<file path="config.mk">
export PLATFORM = sky130hd
export DESIGN_NAME = fetch_stage
export DESIGN_NICKNAME = d
export VERILOG_FILES = /design/src/hdl/isa_pkg.sv /design/src/hdl/pipe_pkg.sv /design/src/hdl/fetch_stage.sv
export VERILOG_INCLUDE_DIRS = /design/src /design/src/hdl
export SDC_FILE = /design/constraint.sdc
export NUM_CORES = 2
export LEC_CHECK = 0
export BUFFER_PORTS_ARGS = -buffer_cell sky130_fd_sc_hd__buf_4
export CORE_AREA = 4 4 431 306
export DETAILED_ROUTE_END_ITERATION = 7
export DIE_AREA = 0 0 435 310
export HOLD_SLACK_MARGIN = 0.08
export PLACE_DENSITY = 0.79
export SLEW_MARGIN = 20
export SYNTH_ARGS = -nofsm -noshare
export SYNTH_HDL_FRONTEND = slang
export SYNTH_SLANG_ARGS = --single-unit
</file>
<file path="constraint.sdc">
create_clock -name clock -period 5.55 [get_ports clock]
set_clock_uncertainty 0.2 [all_clocks]
set_input_delay 0.8325 -clock clock [delete_from_list [all_inputs] [get_ports clock]]
set_output_delay 0.8325 -clock clock [all_outputs]
set_load 0.01 [all_outputs]
</file>
<file path="src/hdl/mips_defs.svh">
`ifndef MIPS_DEFS_SVH
`define MIPS_DEFS_SVH

// datapath and register file
`define MIPS_NB_DATA     32
`define MIPS_NB_REG      5
`define MIPS_N_REGISTER  32

// both memories are word addressed
`define MIPS_IM_DEPTH    64
`define MIPS_DM_DEPTH    64
`define MIPS_ADDRWIDTH   6

`endif

</file>
<file path="src/hdl/isa_pkg.sv">
`default_nettype none

`include "mips_defs.svh"

package isa_pkg;

	typedef enum logic [5:0] {
		R_TYPE = 6'b000000,
		J      = 6'b000010,
		BEQ    = 6'b000100,
		BNE    = 6'b000101,
		ADDIU  = 6'b001001,
		ANDI   = 6'b001100,
		ORI    = 6'b001101,
		LUI    = 6'b001111,
		LW     = 6'b100011,
		SW     = 6'b101011,
		HALT   = 6'b111111
	} opcode_e;

	typedef enum logic [5:0] {
		SLL  = 6'b000000,
		ADDU = 6'b100001,
		SUBU = 6'b100011,
		AND  = 6'b100100,
		OR   = 6'b100101,
		XOR  = 6'b100110,
		SLT  = 6'b101010
	} funct_e;

	typedef enum logic [3:0] {
		ALU_ADD,
		ALU_SUB,
		ALU_AND,
		ALU_OR,
		ALU_XOR,
		ALU_SLT,
		ALU_SLL,
		ALU_LUI
	} alu_op_e;

	// imm16 is bits [15:0], jump target bits [25:0]
	typedef struct packed {
		opcode_e                  opcode;
		logic [`MIPS_NB_REG-1:0]  rs;
		logic [`MIPS_NB_REG-1:0]  rt;
		logic [`MIPS_NB_REG-1:0]  rd;
		logic [`MIPS_NB_REG-1:0]  shamt;
		funct_e                   funct;
	} instr_t;

endpackage

`default_nettype wire

</file>
<file path="src/hdl/pipe_pkg.sv">
`default_nettype none

`include "mips_defs.svh"

package pipe_pkg;

	typedef struct packed {
		isa_pkg::instr_t             instruction;
		logic [`MIPS_ADDRWIDTH-1:0]  pc_plus1;
	} if_id_t;

	typedef struct packed {
		logic                        valid;
		isa_pkg::alu_op_e            alu_op;
		logic                        alu_src_imm;   // b operand is imm_ext
		logic [`MIPS_NB_REG-1:0]     shamt;
		logic [`MIPS_NB_REG-1:0]     rs;
		logic [`MIPS_NB_REG-1:0]     rt;
		logic [`MIPS_NB_REG-1:0]     write_reg;
		logic [`MIPS_NB_DATA-1:0]    data_ra;
		logic [`MIPS_NB_DATA-1:0]    data_rb;
		logic [`MIPS_NB_DATA-1:0]    imm_ext;
		logic                        mem_read;
		logic                        mem_write;
		logic                        reg_write;
		logic                        mem_to_reg;
		logic                        halt;
	} id_ex_t;

	typedef struct packed {
		logic                        valid;
		logic [`MIPS_NB_DATA-1:0]    alu_result;    // also the data word address
		logic [`MIPS_NB_DATA-1:0]    store_data;
		logic [`MIPS_NB_REG-1:0]     write_reg;
		logic                        mem_read;
		logic                        mem_write;
		logic                        reg_write;
		logic                        mem_to_reg;
		logic                        halt;
	} ex_mem_t;

	// writeback port of the register file
	typedef struct packed {
		logic                        reg_write;
		logic [`MIPS_NB_REG-1:0]     write_reg;
		logic [`MIPS_NB_DATA-1:0]    write_data;
	} wb_t;

	typedef struct packed {
		logic                        reg_write;     // never set for loads
		logic [`MIPS_NB_REG-1:0]     write_reg;
		logic [`MIPS_NB_DATA-1:0]    data;
	} fwd_t;

endpackage

`default_nettype wire

</file>
<file path="src/hdl/fetch_stage.sv">
`timescale 1ns/1ps
`default_nettype none

`include "mips_defs.svh"

module fetch_stage (
	input  wire                         clock,
	input  wire                         i_arst_n,
	input  wire                         i_run_en,
	input  wire                         i_restart,
	input  wire                         i_stall,
	input  wire                         i_redirect,
	input  wire [`MIPS_ADDRWIDTH-1:0]   i_redirect_pc,
	input  wire                         i_im_we,
	input  wire [`MIPS_ADDRWIDTH-1:0]   i_im_addr,
	input  wire [`MIPS_NB_DATA-1:0]     i_im_data,
	output pipe_pkg::if_id_t            o_if_id,
	output logic [`MIPS_ADDRWIDTH-1:0]  o_pc
);

	logic [`MIPS_NB_DATA-1:0]   imem [`MIPS_IM_DEPTH];
	logic [`MIPS_ADDRWIDTH-1:0] pc_q;
	logic [`MIPS_ADDRWIDTH-1:0] pc_plus1;
	pipe_pkg::if_id_t           if_id_q;

	// loader only while the core is stopped
	always_ff @(posedge clock) begin
		if (i_im_we && !i_run_en)
			imem[i_im_addr] <= i_im_data;
	end

	assign pc_plus1 = pc_q + 1'b1;

	always_ff @(posedge clock or negedge i_arst_n) begin
		if (!i_arst_n) begin
			pc_q    <= '0;
			if_id_q <= '0;
		end else if (i_restart) begin
			pc_q    <= '0;
			if_id_q <= '0;                      // all zero word is a NOP
		end else if (i_run_en) begin
			if (i_redirect) begin
				pc_q    <= i_redirect_pc;
				if_id_q <= '0;                  // squash wrong-path fetch
			end else if (!i_stall) begin
				pc_q                <= pc_plus1;
				if_id_q.instruction <= isa_pkg::instr_t'(imem[pc_q]);
				if_id_q.pc_plus1    <= pc_plus1;
			end
		end
	end

	assign o_if_id = if_id_q;
	assign o_pc    = pc_q;

endmodule

`default_nettype wire

</file>
==> Word level (Yosys, flattened, before mapping) <==
Memories as Yosys holds them, arrays and structs flattened.
Index checks and enable logic that the tools add are counted.
{ "word_totals": {"regBits": 44, "mem_bits_rw": 2048, "inputBits": 51, "output_inout_bits": 44, "elab_cells": 25, "mem_count": 1} }
{ "op_classes": {"addsub": 1, "eq_ne": 1, "muxes": 10, "n_reduce_logical": 4} }
{ "memory_table": {"columns": ["name", "words", "width", "rd", "rd_ports_with_merged_regs", "wr", "line", "rtl"], "rows": [
  ["imem", 64, 32, 1, 0, 1, "fetch_stage.sv:21", "logic [`MIPS_NB_DATA-1:0] imem [`MIPS_IM_DEPTH];"]
]} }
{ "op_table": {"columns": ["cell", "count"], "rows": [
  ["$mux W38", 4],
  ["$mux W6", 4],
  ["$add A6 B1 Y6 const B", 1],
  ["$ne A3 B2 Y1 const B", 1],
  ["$mux W1", 2],
  ["$reduce_and A2 Y1", 1],
  ["$reduce_bool A2 Y1", 1],
  ["$logic_and A1 B1 Y1", 1],
  ["$logic_not A1 Y1", 1]
]} }

==> Depth between registers and ports, before layout <==
{ "depth": {"ltp_word": 5, "ltp_mapped": 10, "mapped_depth_nobuf": 5} }

==> Worst setup path before layout <==
OpenSTA, ideal clock, no wires.
{ "synth_timing": {"kind": "input-to-reg", "from": "input port i_im_addr[5]", "to": "memory imem[39][0] (netlist bit) (enable)", "arrival_time_ns": 3.031, "slack_ns": 1.898, "cell_stages": 4, "path_buffers": 2, "cell_sequence": "clkbuf_1 -> or3b_2 -> clkbuf_1 -> nor2_1"} }
{ "synth_rtl": {"columns": ["element", "line", "rtl"], "rows": [
  ["start, declared", "fetch_stage.sv:15", "input wire [`MIPS_ADDRWIDTH-1:0] i_im_addr,"],
  ["end, declared", "fetch_stage.sv:21", null]
]} }
No word-level cell before the write port.

==> Worst setup path in the final report <==
{ "layout_timing": {"from": "register pc_q[0], in the netlist o_pc[0]", "to": "register if_id_q, in the netlist o_if_id[20]"} }
{ "layout_via": {"elab_chain_len": 5} }
{ "layout_lines": {"columns": ["element", "line", "rtl"], "rows": [
  ["start, declared", "fetch_stage.sv:22", "logic [`MIPS_ADDRWIDTH-1:0] pc_q;"],
  ["start signal, assigned", "fetch_stage.sv:43", "pc_q <= i_redirect_pc;"],
  ["start signal, assigned", "fetch_stage.sv:46", "pc_q <= pc_plus1;"],
  ["$mem_v2 Z64 W32", null, null],
  ["$mux W38", "fetch_stage.sv:45", "end else if (!i_stall) begin"],
  ["$mux W38", "fetch_stage.sv:42", "if (i_redirect) begin"],
  ["$mux W38", "fetch_stage.sv:41", "end else if (i_run_en) begin"],
  ["$mux W38", "fetch_stage.sv:38", "end else if (i_restart) begin"],
  ["end, declared", "fetch_stage.sv:24", "pipe_pkg::if_id_t if_id_q;"]
]} }
No other way between the ends. The select of a mux whose other input is x is not followed.
A chain may end at the register's enable or synchronous reset.

==> results.json <==
{
  "critPathMaxFanout": 22,
  "p_seq_share_pct": 55.3,
  "cp-start-kind": "register",
  "initial_core_util_pct": 62.7,
  "cts_sinks": 2092,
  "numCtsBuffers": 181,
  "hold_viol_final": 0,
  "layout_min_cycle_time_ns": 3.66,
  "post_drt_wl_per_cell_um": 36.4,
  "synth.avg_cell_area_sq_um": 22.7,
  "p_leak_nw": 28.2,
  "synth_ff_type": "edfxtp_1",
  "area_delta_synth_final_pct": 11.8,
  "die_x_um": 435,
  "hold_class": "input pin to register",
  "drive_above_1_share_pct": 27.4,
  "setup_tns_ns": 0,
  "maxSlewHeadroom_pct": 28.4,
  "rsz0062_at_grt": "false",
  "end_kind": "register",
  "synthArstFlopShare_pct": 2.10,
  "synth_top_area_cell": "edfxtp_1",
  "fp-row-count": 110,
  "synth_top_area_share_pct": 76.9,
  "antenna_found_initial": 12,
  "synth_cells": 3517,
  "cts-root-buf": "clkbuf_16",
  "drt_iter0_markers": 6548,
  "hold_slack_ns": 0.132,
  "clk_latency_ns": 0.83,
  "vias": 39498,
  "p_sw_w": 0.00688,
  "comb_power_share_pct": 5.6,
  "tightestPinTransition_ns": 1.07,
  "vias_per_cell": 7.11,
  "rrSetupSlack_ns": 1.89,
  "max_freq_mhz": 273,
  "p_clk_share_pct": 39.1,
  "fin_crit_sh_pct": 66.0,
  "slew_violations": 0,
  "die_area_sq_mm": 0.135,
  "cap_violations": 0,
  "clkTransAtPathRegs_ns": 0.06,
  "hpwl_um": 115000,
  "placed_area_sq_mm": 0.0835,
  "internal_power_w": 0.0247,
  "status": "complete, no violations",
  "ys_warn_count": 0,
  "synth_seq_area_share_pct": 78.3,
  "crit_type": "register to register",
  "p_sw_share_pct": 21.8,
  "netlist_area_sq_mm": 0.0799,
  "drc": 0,
  "fin_nets": 3777,
  "grt_pass1_vias": 39054,
  "grt_use_total_pct": 30.6,
  "io_pins": 95,
  "ant_nets": 0,
  "cp.arrival_ns": 4.14,
  "cts_tree": "done",
  "wl_um": 202000,
  "cp.required_ns": 6.03,
  "ys_top_cells_by_area": "edfxtp_1 (77%), mux4_2 (14%), mux2i_1 (2.3%)",
  "grt_pass1_wl_um": 292000,
  "irDropWorstVdd_mv": 0.346,
  "gp_congestion": 0.880,
  "dp_cells": 5211,
  "first_pass_iters": 8,
  "final_cells": 5559,
  "finalSetupViolations": 0,
  "die_h_um": 310,
  "syn-num-nets": 3569,
  "grt.overflow.total": 0,
  "synth_cell_type_count": 54,
  "portBuffers": 94,
  "grt_start_max_net_pins": 78,
  "clock_path_buffers": 3,
  "synth_seq_cells": 2092,
  "htreeDepth": 4,
  "postLayoutCellArea_sq_mm": 0.0894,
  "synth_edf_count": 2048,
  "coreArea_sq_mm": 0.128,
  "pwr_density_cell_mw_per_mm2": 353
}
per-layer routing:
metal / part of all wire, % / global-route usage [%]
met1: 37 / 45.5
met2: 46 / 46.2
met3: 13 / 6.87
met4: 4.0 / 10.6
met5: 0.0089 / 0
through the flow:
| step | setup slack (ns) | total power (W) | util (%) |
|---|---|---|---|
| after CTS | 1.90 | 0.0316 | 69.9 |
| after floorplan | 1.90 | 0.0188 | - |
| after global placement | 1.48 | 0.0195 | 65.4 |
| after global routing | 1.75 | 0.0324 | 70.0 |
| after detailed placement | 1.46 | 0.0195 | 65.4 |
| final | 1.89 | 0.0316 | 70.0 |
state kept, by name (all words and copies together), names as in the netlist:
name and flops:
imem 2048, o_if_id 38, o_pc 6
cells by family after synthesis:
| group | Yosys count | share of synthesized area, % |
|---|---|---|
| XOR/XNOR | 4 | 0.0438 |
| buffers and inverters | 203 | 1.20 |
| flip-flops | 2092 | 78.3 |
| AO/OA/AOI/OAI | 261 | 2.32 |
| multiplexers | 698 | 16.8 |
| adder cells (fa/ha/maj) | 1 | 0.0156 |
| AND/OR/NAND/NOR | 258 | 1.34 |
cells in the mapped netlist (all sizes together) (3+ instances only):
master and count:
dfrtp 44, o22ai 31, o211ai 44, nor2b 8
or2 3, buf 107, nand3 7, nor2 91
nand2 129, a22oi 64, a21oi 21, o21ai 36
a2bb2oi 15, a31oi 4, o2111ai 28, clkbuf 90
mux4 513, inv 4, mux2i 183, nand3b 3
edfxtp 2048
area by class of cell:
cell class | count | area [sq um]
inverter | 6 | 30.0
antenna | 9 | 22.5
sequential | 2092 | 62600
tap | 1680 | 2100
multi-input combinational | 1222 | 16900
clock inverter | 94 | 816
clock buffer | 234 | 4840
timing repair buffer | 222 | 2040
fill | 7095 | 38200
power groups by stage:
stage	Clock (W)	Sequential [W]	Combinational, W
final	0.0123	0.0175	0.00177
after global routing	0.0131	0.0175	0.00185
after CTS	0.0124	0.0175	0.00176
after detailed placement	0	0.0178	0.00174
after global placement	0	0.0178	0.00170
after floorplan	0	0.0178	0.00101
final timing paths:
path | from | endpoint | depth (start not counted)
worst max-delay path | o_pc[0]$_DFFE_PN0P_ | o_if_id[20]$_DFFE_PN0P_ | 6
worst min-delay path | i_redirect_pc[3] | o_pc[3]$_DFFE_PN0P_ | 2
worst max register to register | o_pc[0]$_DFFE_PN0P_ | o_if_id[20]$_DFFE_PN0P_ | 6
worst min register to register | o_if_id[4]$_DFFE_PN0P_ | o_if_id[4]$_DFFE_PN0P_ | 2
max in group asynchronous | i_arst_n | o_pc[1]$_DFFE_PN0P_ | 2
min in group asynchronous | i_arst_n | o_if_id[35]$_DFFE_PN0P_ | 2
cell usage in the layout, fill, tap and decap left out, types with 4 or more instances in the layout:
| master | Yosys | routed |
|---|---|---|
| mux4_2 | 513 | 513 |
| a21oi_1 | 21 | 21 |
| clkbuf_16 | 0 | 183 |
| buf_12 | 0 | 21 |
| dfrtp_1 | 44 | 40 |
| o211ai_1 | 44 | 44 |
| a2bb2oi_1 | 15 | 15 |
| o2111ai_1 | 28 | 28 |
| nor2_4 | 0 | 64 |
| nand3_1 | 7 | 7 |
| a22oi_1 | 64 | 64 |
| mux2i_1 | 183 | 183 |
| nand2_1 | 129 | 128 |
| inv_16 | 0 | 6 |
| inv_6 | 0 | 6 |
| buf_4 | 26 | 190 |
| edfxtp_1 | 2048 | 2048 |
| bufinv_16 | 0 | 9 |
| nor2b_1 | 8 | 7 |
| a31oi_1 | 4 | 4 |
| buf_16 | 0 | 5 |
| dlygate4sd3_1 | 0 | 6 |
| clkbuf_8 | 0 | 7 |
| clkinv_2 | 0 | 32 |
| diode_2 | 0 | 9 |
| o21ai_0 | 36 | 36 |
| clkinvlp_4 | 0 | 4 |
| clkbuf_1 | 90 | 44 |
| nor2_1 | 91 | 27 |
| clkinv_1 | 2 | 35 |
| o22ai_1 | 31 | 31 |
critical path, cell delays in order (launching register included):
cell	delay (ns)
dfrtp_4	0.86
buf_4	0.46
mux4_2	0.58
mux2i_1	0.23
o21ai_0	0.36
o211ai_1	0.62
a2bb2oi_1	0.16
what timing repair did:
action	in CTS	in global routing
gates resized for setup	0	0
buffers inserted	0	0
hold buffers	6	0
hold endpoints to repair	49	0
No activity file was read; power rests on OpenSTA's default activity.
