==> config.mk <==
export PLATFORM = sky130hd
export DESIGN_NAME = memory_stage
export DESIGN_NICKNAME = d
export VERILOG_FILES = /design/src/hdl/isa_pkg.sv /design/src/hdl/pipe_pkg.sv /design/src/hdl/memory_stage.sv
export VERILOG_INCLUDE_DIRS = /design/src /design/src/hdl
export SDC_FILE = /design/constraint.sdc
export NUM_CORES = 2
export LEC_CHECK = 0
export BUFFER_PORTS_ARGS = -buffer_cell sky130_fd_sc_hd__buf_2
export CORE_AREA = 2 2 653 655
export CTS_CLUSTER_DIAMETER = 30
export CTS_CLUSTER_SIZE = 14
export DETAILED_ROUTE_END_ITERATION = 10
export DIE_AREA = 0 0 655 657
export PLACE_DENSITY = 0.4
export SLEW_MARGIN = 20
export SYNTH_ARGS = -nofsm -noshare
export SYNTH_HDL_FRONTEND = slang
export SYNTH_SLANG_ARGS = --single-unit
==> constraint.sdc <==
create_clock -name clock -period 4.9 [get_ports clock]
set_clock_uncertainty 0.05 [all_clocks]
set_input_delay 0.98 -clock clock [delete_from_list [all_inputs] [get_ports clock]]
set_output_delay 0.98 -clock clock [all_outputs]
set_load 0.005 [all_outputs]
==> src/hdl/mips_defs.svh <==
`ifndef MIPS_DEFS_SVH
`define MIPS_DEFS_SVH

// datapath and register file
`define MIPS_NB_DATA     32
`define MIPS_NB_REG      5
`define MIPS_N_REGISTER  32

// both memories are word addressed
`define MIPS_IM_DEPTH    64
`define MIPS_DM_DEPTH    64
`define MIPS_ADDRWIDTH   6

`endif

==> src/hdl/isa_pkg.sv <==
`default_nettype none

`include "mips_defs.svh"

package isa_pkg;

	typedef enum logic [5:0] {
		R_TYPE = 6'b000000,
		J      = 6'b000010,
		BEQ    = 6'b000100,
		BNE    = 6'b000101,
		ADDIU  = 6'b001001,
		ANDI   = 6'b001100,
		ORI    = 6'b001101,
		LUI    = 6'b001111,
		LW     = 6'b100011,
		SW     = 6'b101011,
		HALT   = 6'b111111
	} opcode_e;

	typedef enum logic [5:0] {
		SLL  = 6'b000000,
		ADDU = 6'b100001,
		SUBU = 6'b100011,
		AND  = 6'b100100,
		OR   = 6'b100101,
		XOR  = 6'b100110,
		SLT  = 6'b101010
	} funct_e;

	typedef enum logic [3:0] {
		ALU_ADD,
		ALU_SUB,
		ALU_AND,
		ALU_OR,
		ALU_XOR,
		ALU_SLT,
		ALU_SLL,
		ALU_LUI
	} alu_op_e;

	// imm16 is bits [15:0], jump target bits [25:0]
	typedef struct packed {
		opcode_e                  opcode;
		logic [`MIPS_NB_REG-1:0]  rs;
		logic [`MIPS_NB_REG-1:0]  rt;
		logic [`MIPS_NB_REG-1:0]  rd;
		logic [`MIPS_NB_REG-1:0]  shamt;
		funct_e                   funct;
	} instr_t;

endpackage

`default_nettype wire

==> src/hdl/pipe_pkg.sv <==
`default_nettype none

`include "mips_defs.svh"

package pipe_pkg;

	typedef struct packed {
		isa_pkg::instr_t             instruction;
		logic [`MIPS_ADDRWIDTH-1:0]  pc_plus1;
	} if_id_t;

	typedef struct packed {
		logic                        valid;
		isa_pkg::alu_op_e            alu_op;
		logic                        alu_src_imm;   // b operand is imm_ext
		logic [`MIPS_NB_REG-1:0]     shamt;
		logic [`MIPS_NB_REG-1:0]     rs;
		logic [`MIPS_NB_REG-1:0]     rt;
		logic [`MIPS_NB_REG-1:0]     write_reg;
		logic [`MIPS_NB_DATA-1:0]    data_ra;
		logic [`MIPS_NB_DATA-1:0]    data_rb;
		logic [`MIPS_NB_DATA-1:0]    imm_ext;
		logic                        mem_read;
		logic                        mem_write;
		logic                        reg_write;
		logic                        mem_to_reg;
		logic                        halt;
	} id_ex_t;

	typedef struct packed {
		logic                        valid;
		logic [`MIPS_NB_DATA-1:0]    alu_result;    // also the data word address
		logic [`MIPS_NB_DATA-1:0]    store_data;
		logic [`MIPS_NB_REG-1:0]     write_reg;
		logic                        mem_read;
		logic                        mem_write;
		logic                        reg_write;
		logic                        mem_to_reg;
		logic                        halt;
	} ex_mem_t;

	// writeback port of the register file
	typedef struct packed {
		logic                        reg_write;
		logic [`MIPS_NB_REG-1:0]     write_reg;
		logic [`MIPS_NB_DATA-1:0]    write_data;
	} wb_t;

	typedef struct packed {
		logic                        reg_write;     // never set for loads
		logic [`MIPS_NB_REG-1:0]     write_reg;
		logic [`MIPS_NB_DATA-1:0]    data;
	} fwd_t;

endpackage

`default_nettype wire

==> src/hdl/memory_stage.sv <==
`timescale 1ns/1ps
`default_nettype none

`include "mips_defs.svh"

module memory_stage (
	input  wire                         clock,
	input  wire                         i_arst_n,
	input  wire                         i_run_en,
	input  wire                         i_restart,
	input  pipe_pkg::ex_mem_t           i_ex_mem,
	input  wire [`MIPS_ADDRWIDTH-1:0]   i_dm_dbg_addr,
	output pipe_pkg::wb_t               o_wb,
	output logic                        o_wb_halt,
	output logic [`MIPS_NB_DATA-1:0]    o_dm_dbg_data
);

	logic [`MIPS_NB_DATA-1:0]   dmem [`MIPS_DM_DEPTH];
	logic [`MIPS_ADDRWIDTH-1:0] addr;
	logic [`MIPS_NB_DATA-1:0]   load_data;
	pipe_pkg::wb_t              wb_q;
	logic                       halt_q;

	assign addr      = i_ex_mem.alu_result[`MIPS_ADDRWIDTH-1:0];  // word address
	assign load_data = dmem[addr];

	always_ff @(posedge clock) begin
		if (i_run_en && i_ex_mem.valid && i_ex_mem.mem_write)
			dmem[addr] <= i_ex_mem.store_data;
		o_dm_dbg_data <= dmem[i_dm_dbg_addr];  // debug port reads independently of the core
	end

	always_ff @(posedge clock or negedge i_arst_n) begin
		if (!i_arst_n) begin
			wb_q   <= '0;
			halt_q <= 1'b0;
		end else if (i_restart) begin
			wb_q   <= '0;
			halt_q <= 1'b0;
		end else if (i_run_en) begin
			wb_q.reg_write  <= i_ex_mem.valid && i_ex_mem.reg_write;
			wb_q.write_reg  <= i_ex_mem.write_reg;
			wb_q.write_data <= i_ex_mem.mem_to_reg ? load_data : i_ex_mem.alu_result;
			halt_q          <= i_ex_mem.valid && i_ex_mem.halt;
		end
	end

	assign o_wb      = wb_q;
	assign o_wb_halt = halt_q;

endmodule

`default_nettype wire

======== Yosys cells after proc, flatten, opt, wreduce, memory -nomap -nowiden ========
Memories as Yosys holds them, arrays and structs flattened. A register that Yosys moved wholly into a read port is not among the register bits.
Cells that the tools add are included.
W data, S select, Z words.
cells by class
  $add $sub $neg .......................... 0
  multiply operators ...................... 0
  divide/modulo/power cells ............... 0
  order comparisons ....................... 0
  equality and inequality tests ........... 0
  shifts and indexed selects .............. 0
  multiplexer cells ....................... 7
  bitwise operators ....................... 0
  reduce and logical (&&, ||, !) cells .... 5
operators with widths
  kind                 count
  $mux W38             2
  $mux W32             1
  $logic_and A1 B1 Y1  4
  $mux W1              4
  $reduce_bool A2 Y1   1
storage, ports and cells
  bits in registers ....................... 39
  bits in latches ......................... 0
  RAM bits ................................ 2048
  bits in read-only memories .............. 0
  input port bits ......................... 85
  output and inout bits ................... 71
  word-level logic and storage cells ...... 17
  memories kept ........................... 1
memories
  name  words  width  rd ports  clocked after Yosys merged registers in  write ports  line                source
  dmem  64     32     2         1                                        1            memory_stage.sv:18  logic [`MIPS_NB_DATA-1:0] dmem [`MIPS_DM_DEPTH];

======== Logic depth before layout (Yosys ltp) ========
  depth after elaboration ................. 4
  gate-level depth with buffers ........... 11

======== Least setup slack after synthesis ========
Ideal clock, no wire load.
  kind .................................... input port to flip-flop
  from .................................... input port i_ex_mem[42] in the netlist's numbering
  to ...................................... memory dmem[12][0] in the netlist's numbering, enable pin
  data arrival time ....................... 3642 ps
  data required time ...................... 4429 ps
  slack ................................... 786 ps
  stages on the path ...................... 7
  path buffers ............................ 3
  path through ............................ buf_6 -> buf_6 -> or2_2 -> clkbuf_1 -> nor2_1 -> nand2_1 -> nor2_1
RTL lines
  element      line                source
  from (decl)  memory_stage.sv:11  input pipe_pkg::ex_mem_t i_ex_mem,
  to (decl)    memory_stage.sv:18
Straight into the memory's write port.

======== Final worst setup path ========
  from .................................... input port i_ex_mem[44] in the netlist's numbering
  to ...................................... register wb_q (netlist bit o_wb[15])
on the way
  cells in the longest elaborated chain, start to end .. 4
ends and longest elaborated chain
  element          line                source
  $mem_v2 Z64 W32  --
  $mux W32         memory_stage.sv:43  wb_q.write_data <= i_ex_mem.mem_to_reg ? load_data : i_ex_mem.alu_result;
  $mux W38         memory_stage.sv:40  end else if (i_run_en) begin
  $mux W38         memory_stage.sv:37  end else if (i_restart) begin
  to (decl)        memory_stage.sv:21  pipe_pkg::wb_t wb_q;
Every way passes these cells. The select of a mux whose other input is x is not followed.
A chain may end at the register's enable or synchronous reset.

==> impl_metrics.yaml <==
run_status:
  outcome: "finished, final reports clean"
timing:
  report.final.slew_viol_count: 0
  setup_viol_count_final: 0
  grt_setup_unrepaired: "false"
  whs_ps: 175
  number_of_hold_slack_violations_in_the_final_timing_report: 0
  setup_tns_ps: 0
  clock.fmax_mhz: 304
  final_worst_setup_slack_ps: 1610
  timing_worst_slew_pin_value_ps: 1170
  max-slew-margin-rel_pct: 21.9
  fin_crit_ps: 3290
  timing.final.crit_share_pct: 67.2
layout:
  drive_above_1_share_pct: 38.2
  design.final.nets: 6106
  num-fill-cells: 41572
  areaGrowthSynthToFinish_pct: 30.0
logic_synthesis:
  synthArstFlopShare_pct: 1.84
  synth-seq-cells: 2119
  synth.top_cell.area_share_pct: 63.3
  yosysWarnings: 0
  yosys.cell_count.top_type: "sky130_fd_sc_hd__edfxtp_1"
  yosys_top_cell_by_area: "sky130_fd_sc_hd__edfxtp_1"
  ys_seq_area_share_pct: 65.0
  synthDistinctLibCells: 74
  top_cells_by_area_in_the_synthesized_netlist: "sky130_fd_sc_hd__edfxtp_1, sky130_fd_sc_hd__mux4_2, sky130_fd_sc_hd__mux2i_1, sky130_fd_sc_hd__mux2_2, sky130_fd_sc_hd__a221oi_1"
  synth_area_sq_mm: 0.0971
  synthCells: 5361
  synth_area_per_cell_sq_um: 18.1
  synth_commonest_cells: "sky130_fd_sc_hd__edfxtp_1, sky130_fd_sc_hd__mux4_2, sky130_fd_sc_hd__mux2i_1"
  number_of_enable_flip_flop_cells_after_synthesis: 2048
  synth_flop_cell: "sky130_fd_sc_hd__edfxtp_1"
  synth_fp_nets: 5446
floorplanning:
  die_h_um: 657
  core.rowCount: 239
  die_area_sq_mm: 0.430
  starting_density_of_the_core_pct: 23.0
  floorplan.core_area_sq_mm: 0.423
  ioPinCount: 156
  chipWidth_um: 655
worst_hold_path:
  hold_class: "in -> reg"
  whs_path_depth: 3
worst_setup_path:
  ff2ff_path_depth: 6
  setup.worst_path.class: "in -> reg"
  startpoint_type: "input port"
  endpoint_kind: "flop"
  worst-endpoint-arrival_ps: 4090
  reg2reg_setup_slack_ps: 2440
  critical_path.max_fanout: 42
  cp_data_required_time_ps: 5690
clocking:
  clock_sinks: 2119
  cts.clk_slew.worst_paths_ps: 50
  worstSkewPairLatency_ps: 1020
  clk_path_buf_depth: 4
  cts.repair.resized: 0
  h-tree-depth: 6
  cell_at_the_root_of_the_clock_tree: "sky130_fd_sc_hd__clkbuf_16"
  cts_tree: "yes"
  cts_buffers: 518
pwr:
  swShare_pct: 24.2
  comb_power_share_pct: 6.7
  intPower_uw: 44200
  ir_drop_v: 0.000356
  clock_power_share_pct: 58.7
  power.density_cell_area_mw_per_mm2: 462
  p_leak_uw: 0.0409
  seqPwrFrac_pct: 34.5
  switching_power_uw: 14100
placement:
  post-place-ws_ps: 711
  gp_congestion: 0.872
  buffer_ports.inserted: 154
  hpwlAfterDp_mm: 308
detailed_routing:
  detail-route-antenna-nets: 0
  drt_pass1_iterations: 6
  drcViolationCount: 0
  drt-initial-drc-count: 9521
  routed_via_density: 5.44
  routed_length_per_instance_um: 41.4
  routed_wirelength_mm: 503
  vias: 66137
global_routing:
  grt_antenna_before_repair: 71
  grt_overflow_total: 0
  first_global_vias: 67061
  grt_use_total_pct: 22.8
  first_pass_grt_wire_length_mm: 656
  grt_start_max_net_pins: 76
job:
  drv_cap: 0
-- final timing paths --
check	from	to
min reg2reg	o_wb[34]	o_wb[34]
min in group asynchronous	i_arst_n	o_wb[36]
max	i_ex_mem[44]	o_wb[15]
max in group asynchronous	i_arst_n	o_wb[8]
max reg2reg	dmem[47][19]	o_wb[19]
min	i_ex_mem[0]	o_wb_halt
-- per-layer routing --
layer,track usage (%),vias to the layer above,part of all wire [%]
li1,-,24758,-
met1,28.9,36046,39
met2,35.9,4236,46
met3,4.93,1079,8.4
met4,12.9,18,6.3
met5,0,-,0.025
-- per-stage QoR --
step                area, sq um  util (%)  total power [uW]  cells
floorplan                 97100         -             22300   5361
global placement         109000      25.7             24300  11159
detailed placement       109000      25.7             24300  11159
CTS                      126000      29.8             58600  12105
global route             126000      29.8             59600  12131
finish                   126000      29.9             58300  12153
-- cell type report --
type / count / area [sq um] / area share (%)
antenna: 44 / 110 / 0.0872
clock buffer: 590 / 13500 / 10.7
clock inverter: 355 / 3980 / 3.15
inverter: 5 / 32.5 / 0.0258
multi-input combinational: 2773 / 32300 / 25.6
sequential: 2119 / 63100 / 50.0
tap: 5663 / 7090 / 5.61
timing repair buffer: 604 / 6180 / 4.90
-- cells by family after synthesis --
group                  after synthesis  share of synthesized area (%)
multiplexers                      1165                           21.8
buffers and inverters              469                           2.46
AO/OA/AOI/OAI                     1123                           8.57
flip-flops                        2119                           65.0
AND/OR/NAND/NOR                    485                           2.16
-- worst max-delay path, cell delays in order --
cell and delay (ps):
sky130_fd_sc_hd__buf_8 380, sky130_fd_sc_hd__nand2b_2 700, sky130_fd_sc_hd__buf_4 480, sky130_fd_sc_hd__o22ai_1 160
sky130_fd_sc_hd__o21a_1 200, sky130_fd_sc_hd__nor4_1 760, sky130_fd_sc_hd__a211oi_1 160
-- layout by cell type, fill, tap and decap left out, types with 21 or more instances in the layout --
| master | n |
|---|---|
| sky130_fd_sc_hd__nand2_1 | 156 |
| sky130_fd_sc_hd__nor2_4 | 71 |
| sky130_fd_sc_hd__bufinv_16 | 58 |
| sky130_fd_sc_hd__clkinvlp_4 | 47 |
| sky130_fd_sc_hd__clkbuf_1 | 56 |
| sky130_fd_sc_hd__a22oi_1 | 203 |
| sky130_fd_sc_hd__buf_4 | 326 |
| sky130_fd_sc_hd__clkinv_1 | 67 |
| sky130_fd_sc_hd__inv_6 | 36 |
| sky130_fd_sc_hd__diode_2 | 44 |
| sky130_fd_sc_hd__o21ai_0 | 130 |
| sky130_fd_sc_hd__edfxtp_1 | 2048 |
| sky130_fd_sc_hd__mux2_2 | 177 |
| sky130_fd_sc_hd__clkinv_8 | 21 |
| sky130_fd_sc_hd__mux2i_1 | 243 |
| sky130_fd_sc_hd__clkbuf_16 | 525 |
| sky130_fd_sc_hd__mux4_2 | 742 |
| sky130_fd_sc_hd__a221oi_1 | 218 |
| sky130_fd_sc_hd__buf_12 | 151 |
| sky130_fd_sc_hd__o211ai_1 | 34 |
| sky130_fd_sc_hd__o2bb2ai_1 | 31 |
| sky130_fd_sc_hd__clkinv_4 | 21 |
| sky130_fd_sc_hd__buf_2 | 119 |
| sky130_fd_sc_hd__o22ai_1 | 142 |
| sky130_fd_sc_hd__nor2_1 | 143 |
| sky130_fd_sc_hd__dfxtp_1 | 32 |
| sky130_fd_sc_hd__a22o_1 | 58 |
| sky130_fd_sc_hd__nand3_1 | 23 |
| sky130_fd_sc_hd__clkinv_2 | 94 |
| sky130_fd_sc_hd__a211oi_1 | 24 |
| sky130_fd_sc_hd__dfrtp_1 | 39 |
| sky130_fd_sc_hd__a221o_1 | 55 |
| sky130_fd_sc_hd__a21oi_1 | 104 |
-- state kept, by name (all words and copies together), names as in the netlist --
register and cells:
o_wb 38, dmem 2048, o_wb_halt 1, o_dm_dbg_data 32
-- what timing repair did --
action,CTS,global route
hold endpoints to repair,21,0
endpoints found under the setup margin,0,0
hold buffers,1,0
buffers inserted,0,0
-- power groups by stage --
stage / registers, uW / logic (uW) / clock network (uW)
after global placement: 20500 / 3870 / 0
final: 20100 / 3930 / 34300
after detailed placement: 20500 / 3870 / 0
after global routing: 20100 / 4010 / 35500
after CTS: 20200 / 3880 / 34600
after floorplan: 20400 / 1870 / 0
Power figures use the tool's default switching activity.
